<file path="config.mk">
export PLATFORM = sky130hd
export DESIGN_NAME = ctl_pipe0_top
export DESIGN_NICKNAME = d
export VERILOG_FILES = /design/src/logic/usb_std_pkg.sv /design/src/logic/usb_desc_pkg.sv /design/src/logic/ep0_request_decoder.sv /design/src/logic/desc_streamer.sv /design/src/logic/device_state.sv /design/src/logic/ep0_status.sv /design/src/logic/ctl_pipe0_top.sv
export SDC_FILE = /design/constraint.sdc
export NUM_CORES = 1
export LEC_CHECK = 0
export CAP_MARGIN = 30
export CORE_ASPECT_RATIO = 1.2
export CORE_MARGIN = 5
export CORE_UTILIZATION = 34
export DETAILED_ROUTE_END_ITERATION = 8
export DONT_BUFFER_PORTS = 1
export PLACE_DENSITY_LB_ADDON = 0.08
export RECOVER_POWER = 25
export SETUP_SLACK_MARGIN = 0.3
export SYNTH_ARGS = -nofsm -noshare
export SYNTH_HDL_FRONTEND = slang
export SYNTH_SLANG_ARGS = --single-unit
</file>
<file path="constraint.sdc">
create_clock -name clock -period 2.2 [get_ports clock]
set_clock_uncertainty 0.2 [all_clocks]
set_input_delay 0 -clock clock [delete_from_list [all_inputs] [get_ports clock]]
set_output_delay 0 -clock clock [all_outputs]
set_load 0.1 [all_outputs]
</file>
<file path="src/logic/usb_std_pkg.sv">
package usb_std_pkg;

  // Request opcodes produced by the EP0 decoder
  // Encoding follows the classic control pipe layout
  typedef enum logic [2:0] {
    REQ_NONE      = 3'd0,
    GET_DEV_DESC  = 3'd1,
    SET_ADDRESS   = 3'd2,
    GET_CONF_DESC = 3'd3,
    SET_CONFIG    = 3'd4,
    GET_STRING    = 3'd5
  } ep0_req_e;

  // Standard bRequest codes handled by EP0
  localparam logic [7:0] BREQ_SET_ADDRESS    = 8'd5;
  localparam logic [7:0] BREQ_GET_DESCRIPTOR = 8'd6;
  localparam logic [7:0] BREQ_SET_CONFIG     = 8'd9;

  // Descriptor types, found in the high byte of wValue
  localparam logic [7:0] DTYPE_DEVICE = 8'd1;
  localparam logic [7:0] DTYPE_CONFIG = 8'd2;
  localparam logic [7:0] DTYPE_STRING = 8'd3;

  // bmRequestType fields
  // Type lives in bits 6:5, recipient in bits 4:0
  localparam logic [1:0] RTYPE_STANDARD = 2'b00;
  localparam logic [4:0] RCPT_DEVICE    = 5'b00000;

endpackage

</file>
<file path="src/logic/usb_desc_pkg.sv">
package usb_desc_pkg;

  // Device identity
  localparam logic [15:0] VENDOR_ID  = 16'hFACE;
  localparam logic [15:0] PRODUCT_ID = 16'h0BDE;

  // Four-character ASCII strings, first character in the top byte
  localparam logic [31:0] MANUFACTURER_STR = "OPEN";
  localparam logic [31:0] PRODUCT_STR      = "CTL0";
  localparam logic [31:0] SERIAL_STR       = "0001";

  // Descriptor lengths in bytes
  localparam int DEVICE_DESC_LEN = 18;
  localparam int CONFIG_DESC_LEN = 18;
  localparam int STR0_DESC_LEN   = 4;
  localparam int STRN_DESC_LEN   = 10;

  // ROM geometry
  localparam int DESC_SIZE   = 70;
  localparam int DESC_ADDR_W = 7;

  // Byte offset of each descriptor inside the ROM
  localparam int DESC_CONFIG_START = DEVICE_DESC_LEN;
  localparam int DESC_STR0_START   = DESC_CONFIG_START + CONFIG_DESC_LEN;
  localparam int DESC_STR1_START   = DESC_STR0_START + STR0_DESC_LEN;
  localparam int DESC_STR2_START   = DESC_STR1_START + STRN_DESC_LEN;
  localparam int DESC_STR3_START   = DESC_STR2_START + STRN_DESC_LEN;

  // String descriptor from four ASCII chars
  // Byte 0 ends up in the low bits, each char widened to UTF-16LE
  function automatic logic [79:0] str_desc(input logic [31:0] s);
    str_desc = {8'h00, s[7:0], 8'h00, s[15:8], 8'h00, s[23:16], 8'h00, s[31:24],
                8'h03, 8'(STRN_DESC_LEN)};
  endfunction

  // Full-speed device descriptor, byte 0 in the low bits
  localparam logic [143:0] DEVICE_DESC = {
    8'h01, 8'h03, 8'h02, 8'h01,
    16'h0000, PRODUCT_ID, VENDOR_ID,
    8'h40, 8'h00, 8'h00, 8'hFF,
    16'h0110, 8'h01, 8'(DEVICE_DESC_LEN)
  };

  // Configuration plus one interface with no endpoints
  localparam logic [143:0] CONFIG_DESC = {
    8'h00, 8'h00, 8'h00, 8'h00, 8'h00, 8'h00, 8'h00, 8'h04, 8'h09,
    8'h32, 8'hC0, 8'h00, 8'h01, 8'h01,
    16'(CONFIG_DESC_LEN), 8'h02, 8'h09
  };

  // Language ID list with US English only
  localparam logic [31:0] STR0_DESC = {16'h0409, 8'h03, 8'(STR0_DESC_LEN)};

  // Complete ROM image, lowest offset in the low bits
  localparam logic [DESC_SIZE*8-1:0] USB_DESC = {
    str_desc(SERIAL_STR),
    str_desc(PRODUCT_STR),
    str_desc(MANUFACTURER_STR),
    STR0_DESC,
    CONFIG_DESC,
    DEVICE_DESC
  };

endpackage

</file>
<file path="src/logic/ep0_request_decoder.sv">
`timescale 1ns/1ns

module ep0_request_decoder (
  input  logic [7:0]           req_type_i,
  input  logic [7:0]           req_request_i,
  input  logic [15:0]          req_value_i,
  output usb_std_pkg::ep0_req_e req_op_o,
  output logic [1:0]           str_index_o
);

  import usb_std_pkg::*;

  logic is_std_dev;

  // Only standard requests aimed at the device are handled here
  assign is_std_dev = (req_type_i[6:5] == RTYPE_STANDARD) &&
                      (req_type_i[4:0] == RCPT_DEVICE);

  // Map bRequest and descriptor type onto an opcode
  always_comb begin
    req_op_o = REQ_NONE;
    if (is_std_dev) begin
      case (req_request_i)
        BREQ_SET_ADDRESS: req_op_o = SET_ADDRESS;
        BREQ_SET_CONFIG:  req_op_o = SET_CONFIG;
        BREQ_GET_DESCRIPTOR: begin
          case (req_value_i[15:8])
            DTYPE_DEVICE: req_op_o = GET_DEV_DESC;
            DTYPE_CONFIG: req_op_o = GET_CONF_DESC;
            DTYPE_STRING: req_op_o = GET_STRING;
            default:      req_op_o = REQ_NONE;
          endcase
        end
        default: req_op_o = REQ_NONE;
      endcase
    end
  end

  // String index from wValue low byte
  // Anything past the serial string falls back to the language list
  always_comb begin
    if (req_value_i[7:0] > 8'd3) begin
      str_index_o = 2'd0;
    end else begin
      str_index_o = req_value_i[1:0];
    end
  end

endmodule

</file>
<file path="src/logic/desc_streamer.sv">
`timescale 1ns/1ns

module desc_streamer (
  input  logic                  clock,
  input  logic                  reset,
  input  logic                  select_i,
  input  logic                  start_i,
  input  logic                  stop_i,
  input  usb_std_pkg::ep0_req_e req_op_i,
  input  logic [1:0]            str_index_i,
  input  logic                  m_tready_i,
  output logic                  m_tvalid_o,
  output logic                  m_tlast_o,
  output logic [7:0]            m_tdata_o,
  output logic                  done_o
);

  import usb_std_pkg::*;
  import usb_desc_pkg::*;

  typedef enum logic {
    IDLE,
    STREAM
  } stream_state_e;

  stream_state_e state_q;

  logic [7:0]             rom_data [DESC_SIZE];
  logic                   rom_last [DESC_SIZE];
  logic [DESC_ADDR_W-1:0] addr_q;
  logic [DESC_ADDR_W-1:0] start_addr;
  logic                   is_get;
  logic                   launch;
  logic                   handshake;

  // ROM bytes and end-of-descriptor flags
  for (genvar i = 0; i < DESC_SIZE; i++) begin : g_rom
    assign rom_data[i] = USB_DESC[i*8 +: 8];
    assign rom_last[i] = (i == DESC_STR0_START - 1) || (i == DESC_CONFIG_START - 1) ||
                         (i == DESC_STR1_START - 1) || (i == DESC_STR2_START - 1) ||
                         (i == DESC_STR3_START - 1) || (i == DESC_SIZE - 1);
  end

  assign is_get = (req_op_i == GET_DEV_DESC) || (req_op_i == GET_CONF_DESC) ||
                  (req_op_i == GET_STRING);

  // New stream only from idle, starts while busy are dropped
  assign launch    = select_i && start_i && is_get && (state_q == IDLE);
  assign handshake = m_tvalid_o && m_tready_i;

  // First byte of the requested descriptor
  always_comb begin
    case (req_op_i)
      GET_CONF_DESC: start_addr = DESC_ADDR_W'(DESC_CONFIG_START);
      GET_STRING: begin
        case (str_index_i)
          2'd1:    start_addr = DESC_ADDR_W'(DESC_STR1_START);
          2'd2:    start_addr = DESC_ADDR_W'(DESC_STR2_START);
          2'd3:    start_addr = DESC_ADDR_W'(DESC_STR3_START);
          default: start_addr = DESC_ADDR_W'(DESC_STR0_START);
        endcase
      end
      default: start_addr = '0;
    endcase
  end

  always_ff @(posedge clock) begin
    if (reset) begin
      state_q <= IDLE;
      addr_q  <= '0;
    end else if (!select_i) begin
      // Host moved on, abandon whatever was in flight
      state_q <= IDLE;
    end else if (state_q == IDLE) begin
      if (launch) begin
        state_q <= STREAM;
        addr_q  <= start_addr;
      end
    end else if (handshake) begin
      addr_q <= addr_q + 1'b1;
      if (m_tlast_o || stop_i) begin
        state_q <= IDLE;
      end
    end
  end

  // Data and last follow the address, so they hold under back-pressure
  assign m_tvalid_o = (state_q == STREAM);
  assign m_tdata_o  = rom_data[addr_q];
  assign m_tlast_o  = rom_last[addr_q];

  // End of stream, either natural or by stop
  assign done_o = select_i && handshake && (m_tlast_o || stop_i);

endmodule

</file>
<file path="src/logic/device_state.sv">
`timescale 1ns/1ns

module device_state (
  input  logic                  clock,
  input  logic                  reset,
  input  logic                  select_i,
  input  logic                  start_i,
  input  usb_std_pkg::ep0_req_e req_op_i,
  input  logic [15:0]           req_value_i,
  output logic [6:0]            usb_addr_o,
  output logic [7:0]            usb_conf_o,
  output logic                  configured_o,
  output logic                  accepted_o
);

  import usb_std_pkg::*;

  logic set_addr;
  logic set_conf;

  assign set_addr = select_i && start_i && (req_op_i == SET_ADDRESS);
  assign set_conf = select_i && start_i && (req_op_i == SET_CONFIG);

  always_ff @(posedge clock) begin
    if (reset) begin
      usb_addr_o   <= '0;
      usb_conf_o   <= '0;
      configured_o <= 1'b0;
    end else if (set_addr) begin
      usb_addr_o <= req_value_i[6:0];
    end else if (set_conf) begin
      usb_conf_o <= req_value_i[7:0];
      // Sticky once set, even for configuration value zero
      configured_o <= 1'b1;
    end
  end

  // Store strobe, the status block registers it into ack
  assign accepted_o = set_addr || set_conf;

endmodule

</file>
<file path="src/logic/ep0_status.sv">
`timescale 1ns/1ns

module ep0_status (
  input  logic                  clock,
  input  logic                  reset,
  input  logic                  select_i,
  input  logic                  start_i,
  input  usb_std_pkg::ep0_req_e req_op_i,
  input  logic                  stream_done_i,
  input  logic                  set_accepted_i,
  output logic                  error_o,
  output logic                  ack_o
);

  import usb_std_pkg::*;

  logic bad_req;

  // Unknown or unsupported request while this endpoint is selected
  assign bad_req = select_i && start_i && (req_op_i == REQ_NONE);

  // Error level holds until the transfer is released
  always_ff @(posedge clock) begin
    if (reset) begin
      error_o <= 1'b0;
    end else if (bad_req) begin
      error_o <= 1'b1;
    end else if (!select_i) begin
      error_o <= 1'b0;
    end
  end

  // Either completion source gives a single ack pulse
  always_ff @(posedge clock) begin
    if (reset) begin
      ack_o <= 1'b0;
    end else begin
      ack_o <= stream_done_i || set_accepted_i;
    end
  end

endmodule

</file>
<file path="src/logic/ctl_pipe0_top.sv">
`timescale 1ns/1ns

module ctl_pipe0_top (
  input  logic        clock,
  input  logic        reset,
  input  logic        select_i,
  input  logic        start_i,
  input  logic        stop_i,
  input  logic [7:0]  req_type_i,
  input  logic [7:0]  req_request_i,
  input  logic [15:0] req_value_i,
  input  logic [15:0] req_index_i,
  input  logic [15:0] req_length_i,
  input  logic        m_tready_i,
  output logic        m_tvalid_o,
  output logic        m_tlast_o,
  output logic [7:0]  m_tdata_o,
  output logic        error_o,
  output logic        ack_o,
  output logic        configured_o,
  output logic [6:0]  usb_addr_o,
  output logic [7:0]  usb_conf_o
);

  import usb_std_pkg::*;

  // wIndex and wLength belong to the transfer interface
  // Reply truncation is done upstream, so both stay unused here
  ep0_req_e   req_op;
  logic [1:0] str_index;
  logic       stream_done;
  logic       set_accepted;

  // Combinational request classification
  ep0_request_decoder u_decoder (
    .req_type_i    (req_type_i),
    .req_request_i (req_request_i),
    .req_value_i   (req_value_i),
    .req_op_o      (req_op),
    .str_index_o   (str_index)
  );

  // GET_DESCRIPTOR byte stream
  desc_streamer u_streamer (
    .clock       (clock),
    .reset       (reset),
    .select_i    (select_i),
    .start_i     (start_i),
    .stop_i      (stop_i),
    .req_op_i    (req_op),
    .str_index_i (str_index),
    .m_tready_i  (m_tready_i),
    .m_tvalid_o  (m_tvalid_o),
    .m_tlast_o   (m_tlast_o),
    .m_tdata_o   (m_tdata_o),
    .done_o      (stream_done)
  );

  // Address and configuration registers
  device_state u_dev_state (
    .clock        (clock),
    .reset        (reset),
    .select_i     (select_i),
    .start_i      (start_i),
    .req_op_i     (req_op),
    .req_value_i  (req_value_i),
    .usb_addr_o   (usb_addr_o),
    .usb_conf_o   (usb_conf_o),
    .configured_o (configured_o),
    .accepted_o   (set_accepted)
  );

  // Error and acknowledge
  ep0_status u_status (
    .clock          (clock),
    .reset          (reset),
    .select_i       (select_i),
    .start_i        (start_i),
    .req_op_i       (req_op),
    .stream_done_i  (stream_done),
    .set_accepted_i (set_accepted),
    .error_o        (error_o),
    .ack_o          (ack_o)
  );

endmodule

</file>
-- Word level (Yosys, flattened, before mapping)
Memories as Yosys holds them, arrays and structs flattened.
Index checks and enable logic that the tools add are counted.
- add/subtract/negate cells: 1
- multipliers: 0
- div/mod/pow operators: 0
- order comparisons: 2
- equality and inequality tests: 16
- shift-type cells: 0
- muxes and demuxes: 19
- bitwise operators: 4
- reductions and logical operators: 22
- operator list (operator ; count):
    two-way mux 7 bit ; 3
    case mux 3 bit (3 select lines) ; 2
    == test 8 x 2 -> 1 bit (second input constant) ; 2
    == test 8 x 3 -> 1 bit (second input constant) ; 2
    two-way mux 8 bit ; 2
    case mux 5 bit (3 select lines) ; 1
    case mux 7 bit (2 select lines) ; 1
    logical AND 1 bit ; 10
    == test 8 x 1 -> 1 bit (second input constant) ; 1
    == test 8 x 4 -> 1 bit (second input constant) ; 1
    greater-or-equal comparator 8 bit (second input constant) ; 1
    > comparator 8 x 2 -> 1 bit (second input constant) ; 1
    two-way mux 1 bit ; 8
    NOT 7 -> 8 bit ; 1
    adder 7 x 1 -> 7 bit (second input constant) ; 1
    == test 3 x 2 -> 1 bit (second input constant) ; 2
    == test 3 bit (second input constant) ; 2
    zero test 5 bit ; 1
    logical OR 1 bit ; 5
    == test 2 bit (second input constant) ; 2
    == test 3 x 1 -> 1 bit (second input constant) ; 1
    zero test 3 bit ; 1
    two-way mux 3 bit ; 1
    NOT 1 bit ; 3
    other kinds (9) ; 9
- register bits: 26
- bits in latches: 0
- RAM bits: 0
- memory bits (read-only): 1152
- input bits: 70
- output and inout bits: 28
- word-level logic and storage cells: 73
- memories: 2
- memories (memory ; depth ; width ; rd ports ; clocked after Yosys merged registers in ; wr ports ; RTL line ; RTL):
    (no name shown) ; 128 ; 8 ; 1 ; 0 ; 0 ; desc_streamer.sv:89 ; assign m_tdata_o = rom_data[addr_q];
    (no name shown) ; 128 ; 1 ; 1 ; 0 ; 0 ; desc_streamer.sv:90 ; assign m_tlast_o = rom_last[addr_q];

-- Longest topological paths before layout
- depth in word-level cells: 11
- gate-level depth with buffers: 8
- depth with buffers taken out: 8

-- By module
Synthesis repeated with hierarchy kept, for this count alone.
- cells, all modules: 272
- area total of the unflattened synthesis: 2157.1 um^2
- modules (own cells, without submodules) (module ; instances ; cells an instance ; area each (um^2) ; sequential area each (um^2)):
    desc_streamer ; 1 ; 177 ; 1199.9 ; 160.2
    device_state ; 1 ; 65 ; 709.4 ; 320.3
    ep0_request_decoder ; 1 ; 23 ; 171.4 ; 0.0
    ep0_status ; 1 ; 7 ; 76.3 ; 40.0

-- Least setup slack after synthesis
Ideal clock, no wire load.
- kind: register to output
- start point: register u_streamer.addr_q[1]
- end point: output port m_tdata_o[7]
- arrival: 5831 ps
- required time: 2000 ps
- setup slack: -3831 ps
- cell stages (with the launch flop): 8
- path buffers: 0
- cells stage by stage: dfxtp_1 ha_1 inv_1 ha_1 inv_1 a21oi_1 a31oi_1 a2111oi_0
- cells in the longest elaborated chain, start to end: 4
- ends and longest elaborated chain (what ; RTL line ; RTL):
    start: declaration ; desc_streamer.sv:30 ; logic [DESC_ADDR_W-1:0] addr_q;
    start signal: assignment ; desc_streamer.sv:77 ; addr_q <= start_addr;
    start signal: assignment ; desc_streamer.sv:80 ; addr_q <= addr_q + 1'b1;
    NOT 7 -> 8 bit (not written as such) ; desc_streamer.sv:89 ;
    memory read (128 x 8 bit) ; - ;
    two-way mux 8 bit (not written as such) (2 in series) ; desc_streamer.sv:89 ;
    end: declaration ; ctl_pipe0_top.sv:17 ; output logic [7:0] m_tdata_o,
No other way between the ends. The select of a mux whose other input is x is not followed.

-- Worst setup path after layout
- start point: register u_streamer.addr_q[0]
- end point: output port m_tdata_o[0]
The elaborated chain is that of the path after synthesis.

==> impl_metrics.json <==
{
  "cell_internal_pwr_mw": 0.738,
  "relSlewSlack": 0.182,
  "synth-warning-count": 0,
  "multiInputGateArea_um2": 1730,
  "floorplan.io_pins": 98,
  "status": "complete, but fails checks",
  "worst_slew_pin_slew_ns": 1.23,
  "place_congestion": 0.811,
  "dp.cells": 365,
  "cts.reportedPaths.clkPinSlew_ns": 0.09,
  "synth.area.top_cells": "sky130_fd_sc_hd__dfxtp_1, sky130_fd_sc_hd__mux2i_1, sky130_fd_sc_hd__nor2_1, sky130_fd_sc_hd__ha_1, sky130_fd_sc_hd__a21oi_1",
  "initial_core_util": 0.351,
  "vias_per_cell": 5.32,
  "syn_nets": 333,
  "latest_clock_arrival_within_the_worst_skew_pair_ns": 0.27,
  "maxSlewViolCount": 0,
  "layout.cells.most_common": "sky130_fd_sc_hd__buf_4",
  "cts.htree.levels": 1,
  "postRouteAntennaNets": 0,
  "die_area_um2": 7530,
  "fin_crit_sh": 1.05,
  "synth.distinct_cells": 54,
  "synthFlopType": "sky130_fd_sc_hd__dfxtp_1",
  "fin_setup_tns_ns": -0.277,
  "fmax_mhz": 431,
  "synthCells": 253,
  "num-fill-cells": 540,
  "clock-root-buffer": "sky130_fd_sc_hd__clkbuf_8",
  "placement.setup.worst_slack_ns": 0.0245,
  "maxCapViolCount": 0,
  "postSynthRegisterBits": 26,
  "worst_setup_path_start_kind": "register",
  "synth_area_leader_cell": "sky130_fd_sc_hd__dfxtp_1",
  "grt_pass1_wl_mm": 10.5,
  "report.final.hold_viol_count": 1,
  "grt_pass1_vias": 2284,
  "antenna_cells_inserted": 0,
  "p_total_mw": 0.918,
  "seq_area_frac_synth": 0.260,
  "detail_route.wl_per_cell_um": 15.4,
  "core-area_um2": 5710,
  "numPortBuffers": 0,
  "postRouteWirelength_mm": 6.19,
  "layout.cells.non_filler": 402,
  "p_leak_nw": 1.12,
  "seqPwrFrac": 0.508,
  "drive_gt1_frac": 0.379,
  "sequential_cell_area_um2": 538,
  "tritoncts": "done",
  "fin_worst_hold_slack_ns": -0.0316,
  "crit_path_end_kind": "output port",
  "fin_util": 0.572,
  "grt_setup_unrepaired": "yes",
  "power.net_switching_mw": 0.180,
  "route.detailed.drc": 0,
  "global_route.overflow_total": 0,
  "final_nets": 403,
  "postLayoutSetupSlackWorst_ns": -0.121,
  "grt.total_usage": 0.170,
  "die_width_um": 80.1,
  "synth_top_area_share": 0.260,
  "cts-buffers-inserted": 3,
  "finalInstanceArea_um2": 3260,
  "p_sw_frac": 0.196,
  "firstDrtPassIters": 4,
  "layout.cells.most_common_list": "sky130_fd_sc_hd__buf_4, sky130_fd_sc_hd__nor2_1, sky130_fd_sc_hd__dfxtp_1, sky130_fd_sc_hd__mux2i_1, sky130_fd_sc_hd__dlygate4sd3_1",
  "power_per_cell_area_nw_per_um2": 281,
  "crit_type": "reg2out",
  "final-setup-viol-count": 3,
  "finalCriticalPeriod_ns": 2.32,
  "min-delay-path-class": "in2reg",
  "routed-via-count": 2138,
  "dr.first_iter.drc_count": 60,
  "share_clk_of_total_power": 0.426,
  "cp_max_fo": 6,
  "dpl.hpwl_mm": 4.47,
  "antenna_found_initial": 0,
  "grt_max_degree": 27,
  "worst-endpoint-required_ns": 2.00,
  "die_h_um": 94.1,
  "clk_sinks": 26,
  "avgSynthCellArea_um2": 7.92,
  "violated_checks": "hold timing, setup timing",
  "placed_area_um2": 2730,
  "layout-area-overhead-vs-synth_pct": 62.8,
  "num_rows": 30,
  "comb_power_share": 0.066,
  "ys_async_sr_fraction": 0,
  "synth_enable_flop_cells": 0,
  "max-vdd-ir-drop_uv": 435,
  "critical_path_arrival_ns": 2.12,
  "syn-cell-area_um2": 2000,
  "cts.path.max_buffers": 2
}
## path summary, 6_finish.rpt
kind                                                            start                                endpoint  slack (ns)  cells after the start
worst max-delay path                u_streamer.addr_q[0]$_SDFFE_PP0P_                            m_tdata_o[0]       -0.12                      8
worst min-delay path                                   req_value_i[4]  u_dev_state.usb_conf_o[4]$_SDFFE_PP0P_       -0.03                      3
worst max register to register      u_streamer.addr_q[0]$_SDFFE_PP0P_        u_streamer.m_tvalid_o$_SDFF_PP0_        0.30                      8
worst min register to register  u_dev_state.configured_o$_SDFFE_PP0P_   u_dev_state.configured_o$_SDFFE_PP0P_        0.28                      2
## power groups by stage
stage / Sequential [mW] / Combinational [mW] / Clock (mW)
after detailed placement: 0.480 / 0.0283 / 0
after floorplan: 0.486 / 0.0237 / 0
final: 0.466 / 0.0608 / 0.391
after global placement: 0.480 / 0.0277 / 0
after CTS: 0.467 / 0.0588 / 0.404
after global routing: 0.466 / 0.0653 / 0.424
## flip-flops by register name, summed over array words and instances, names as in the netlist
| signal | count |
|---|---|
| u_dev_state.configured_o | 1 |
| u_status.ack_o | 1 |
| u_streamer.m_tvalid_o | 1 |
| u_status.error_o | 1 |
| u_dev_state.usb_conf_o | 8 |
| u_dev_state.usb_addr_o | 7 |
| u_streamer.addr_q | 7 |
## synth_stat cells, types with 3 or more instances
cell                         n
sky130_fd_sc_hd__buf_1       4
sky130_fd_sc_hd__a2111oi_0   3
sky130_fd_sc_hd__o21ai_0    12
sky130_fd_sc_hd__nor3_1      7
sky130_fd_sc_hd__a22oi_1     3
sky130_fd_sc_hd__nand2b_1    5
sky130_fd_sc_hd__a21oi_1    18
sky130_fd_sc_hd__nor4_1      3
sky130_fd_sc_hd__mux2i_1    17
sky130_fd_sc_hd__a221oi_1    3
sky130_fd_sc_hd__nand3_1     8
sky130_fd_sc_hd__xnor2_1     4
sky130_fd_sc_hd__nand2_1    16
sky130_fd_sc_hd__ha_1       10
sky130_fd_sc_hd__dfxtp_1    26
sky130_fd_sc_hd__inv_1      11
sky130_fd_sc_hd__nor2b_1     4
sky130_fd_sc_hd__clkbuf_1   13
sky130_fd_sc_hd__a211oi_1    6
sky130_fd_sc_hd__o31a_1      3
sky130_fd_sc_hd__nor2_1     34
sky130_fd_sc_hd__a31oi_1     4
## logic make-up (layout without fill, tap and decap cells)
family	count (synthesis)	in the layout	synth area share
xor gates and xnor gates	4	4	0.0175
buffers and inverters	30	99	0.0568
and+or+nand+nor	95	95	0.254
adders and majority gates	11	11	0.0675
AOI/OAI and AO/OA	68	68	0.237
DFF	26	26	0.260
muxes	19	19	0.107
## final cells by class
class,count,share of cell area
Clock buffer,3,0.0127
Multi-Input combinational cell,197,0.531
Timing Repair Buffer,83,0.232
Clock inverter,1,0.00921
Sequential cell,26,0.165
Inverter,12,0.0196
Tap cell,80,0.0307
## layer usage
metal  routed length [um]  GRT usage  vias to the layer above
met2                 3270      0.313                       64
met4                  112     0.0549                        0
li1                     -          -                     1068
met1                 2430      0.192                      995
met5                    0          0                        -
met3                  370     0.0355                       11
## critical path, stage by stage, from the launching register on
cell and delay (ns):
sky130_fd_sc_hd__dfxtp_4 0.43, sky130_fd_sc_hd__inv_8 0.06, sky130_fd_sc_hd__ha_4 0.29, sky130_fd_sc_hd__inv_2 0.05, sky130_fd_sc_hd__o21ai_2 0.10, sky130_fd_sc_hd__a22oi_1 0.07, sky130_fd_sc_hd__mux4_2 0.49, sky130_fd_sc_hd__mux2i_4 0.18
sky130_fd_sc_hd__buf_12 0.19
## what timing repair did
action / in CTS / in global routing
pin swaps: 18 / 11
endpoints found under the hold margin: 26 / 1
resized for setup: 33 / 26
endpoints found under the setup margin: 12 / 15
buffers inserted: 16 / 0
hold buffers: 16 / 1
(Power assumes the default switching activity.)
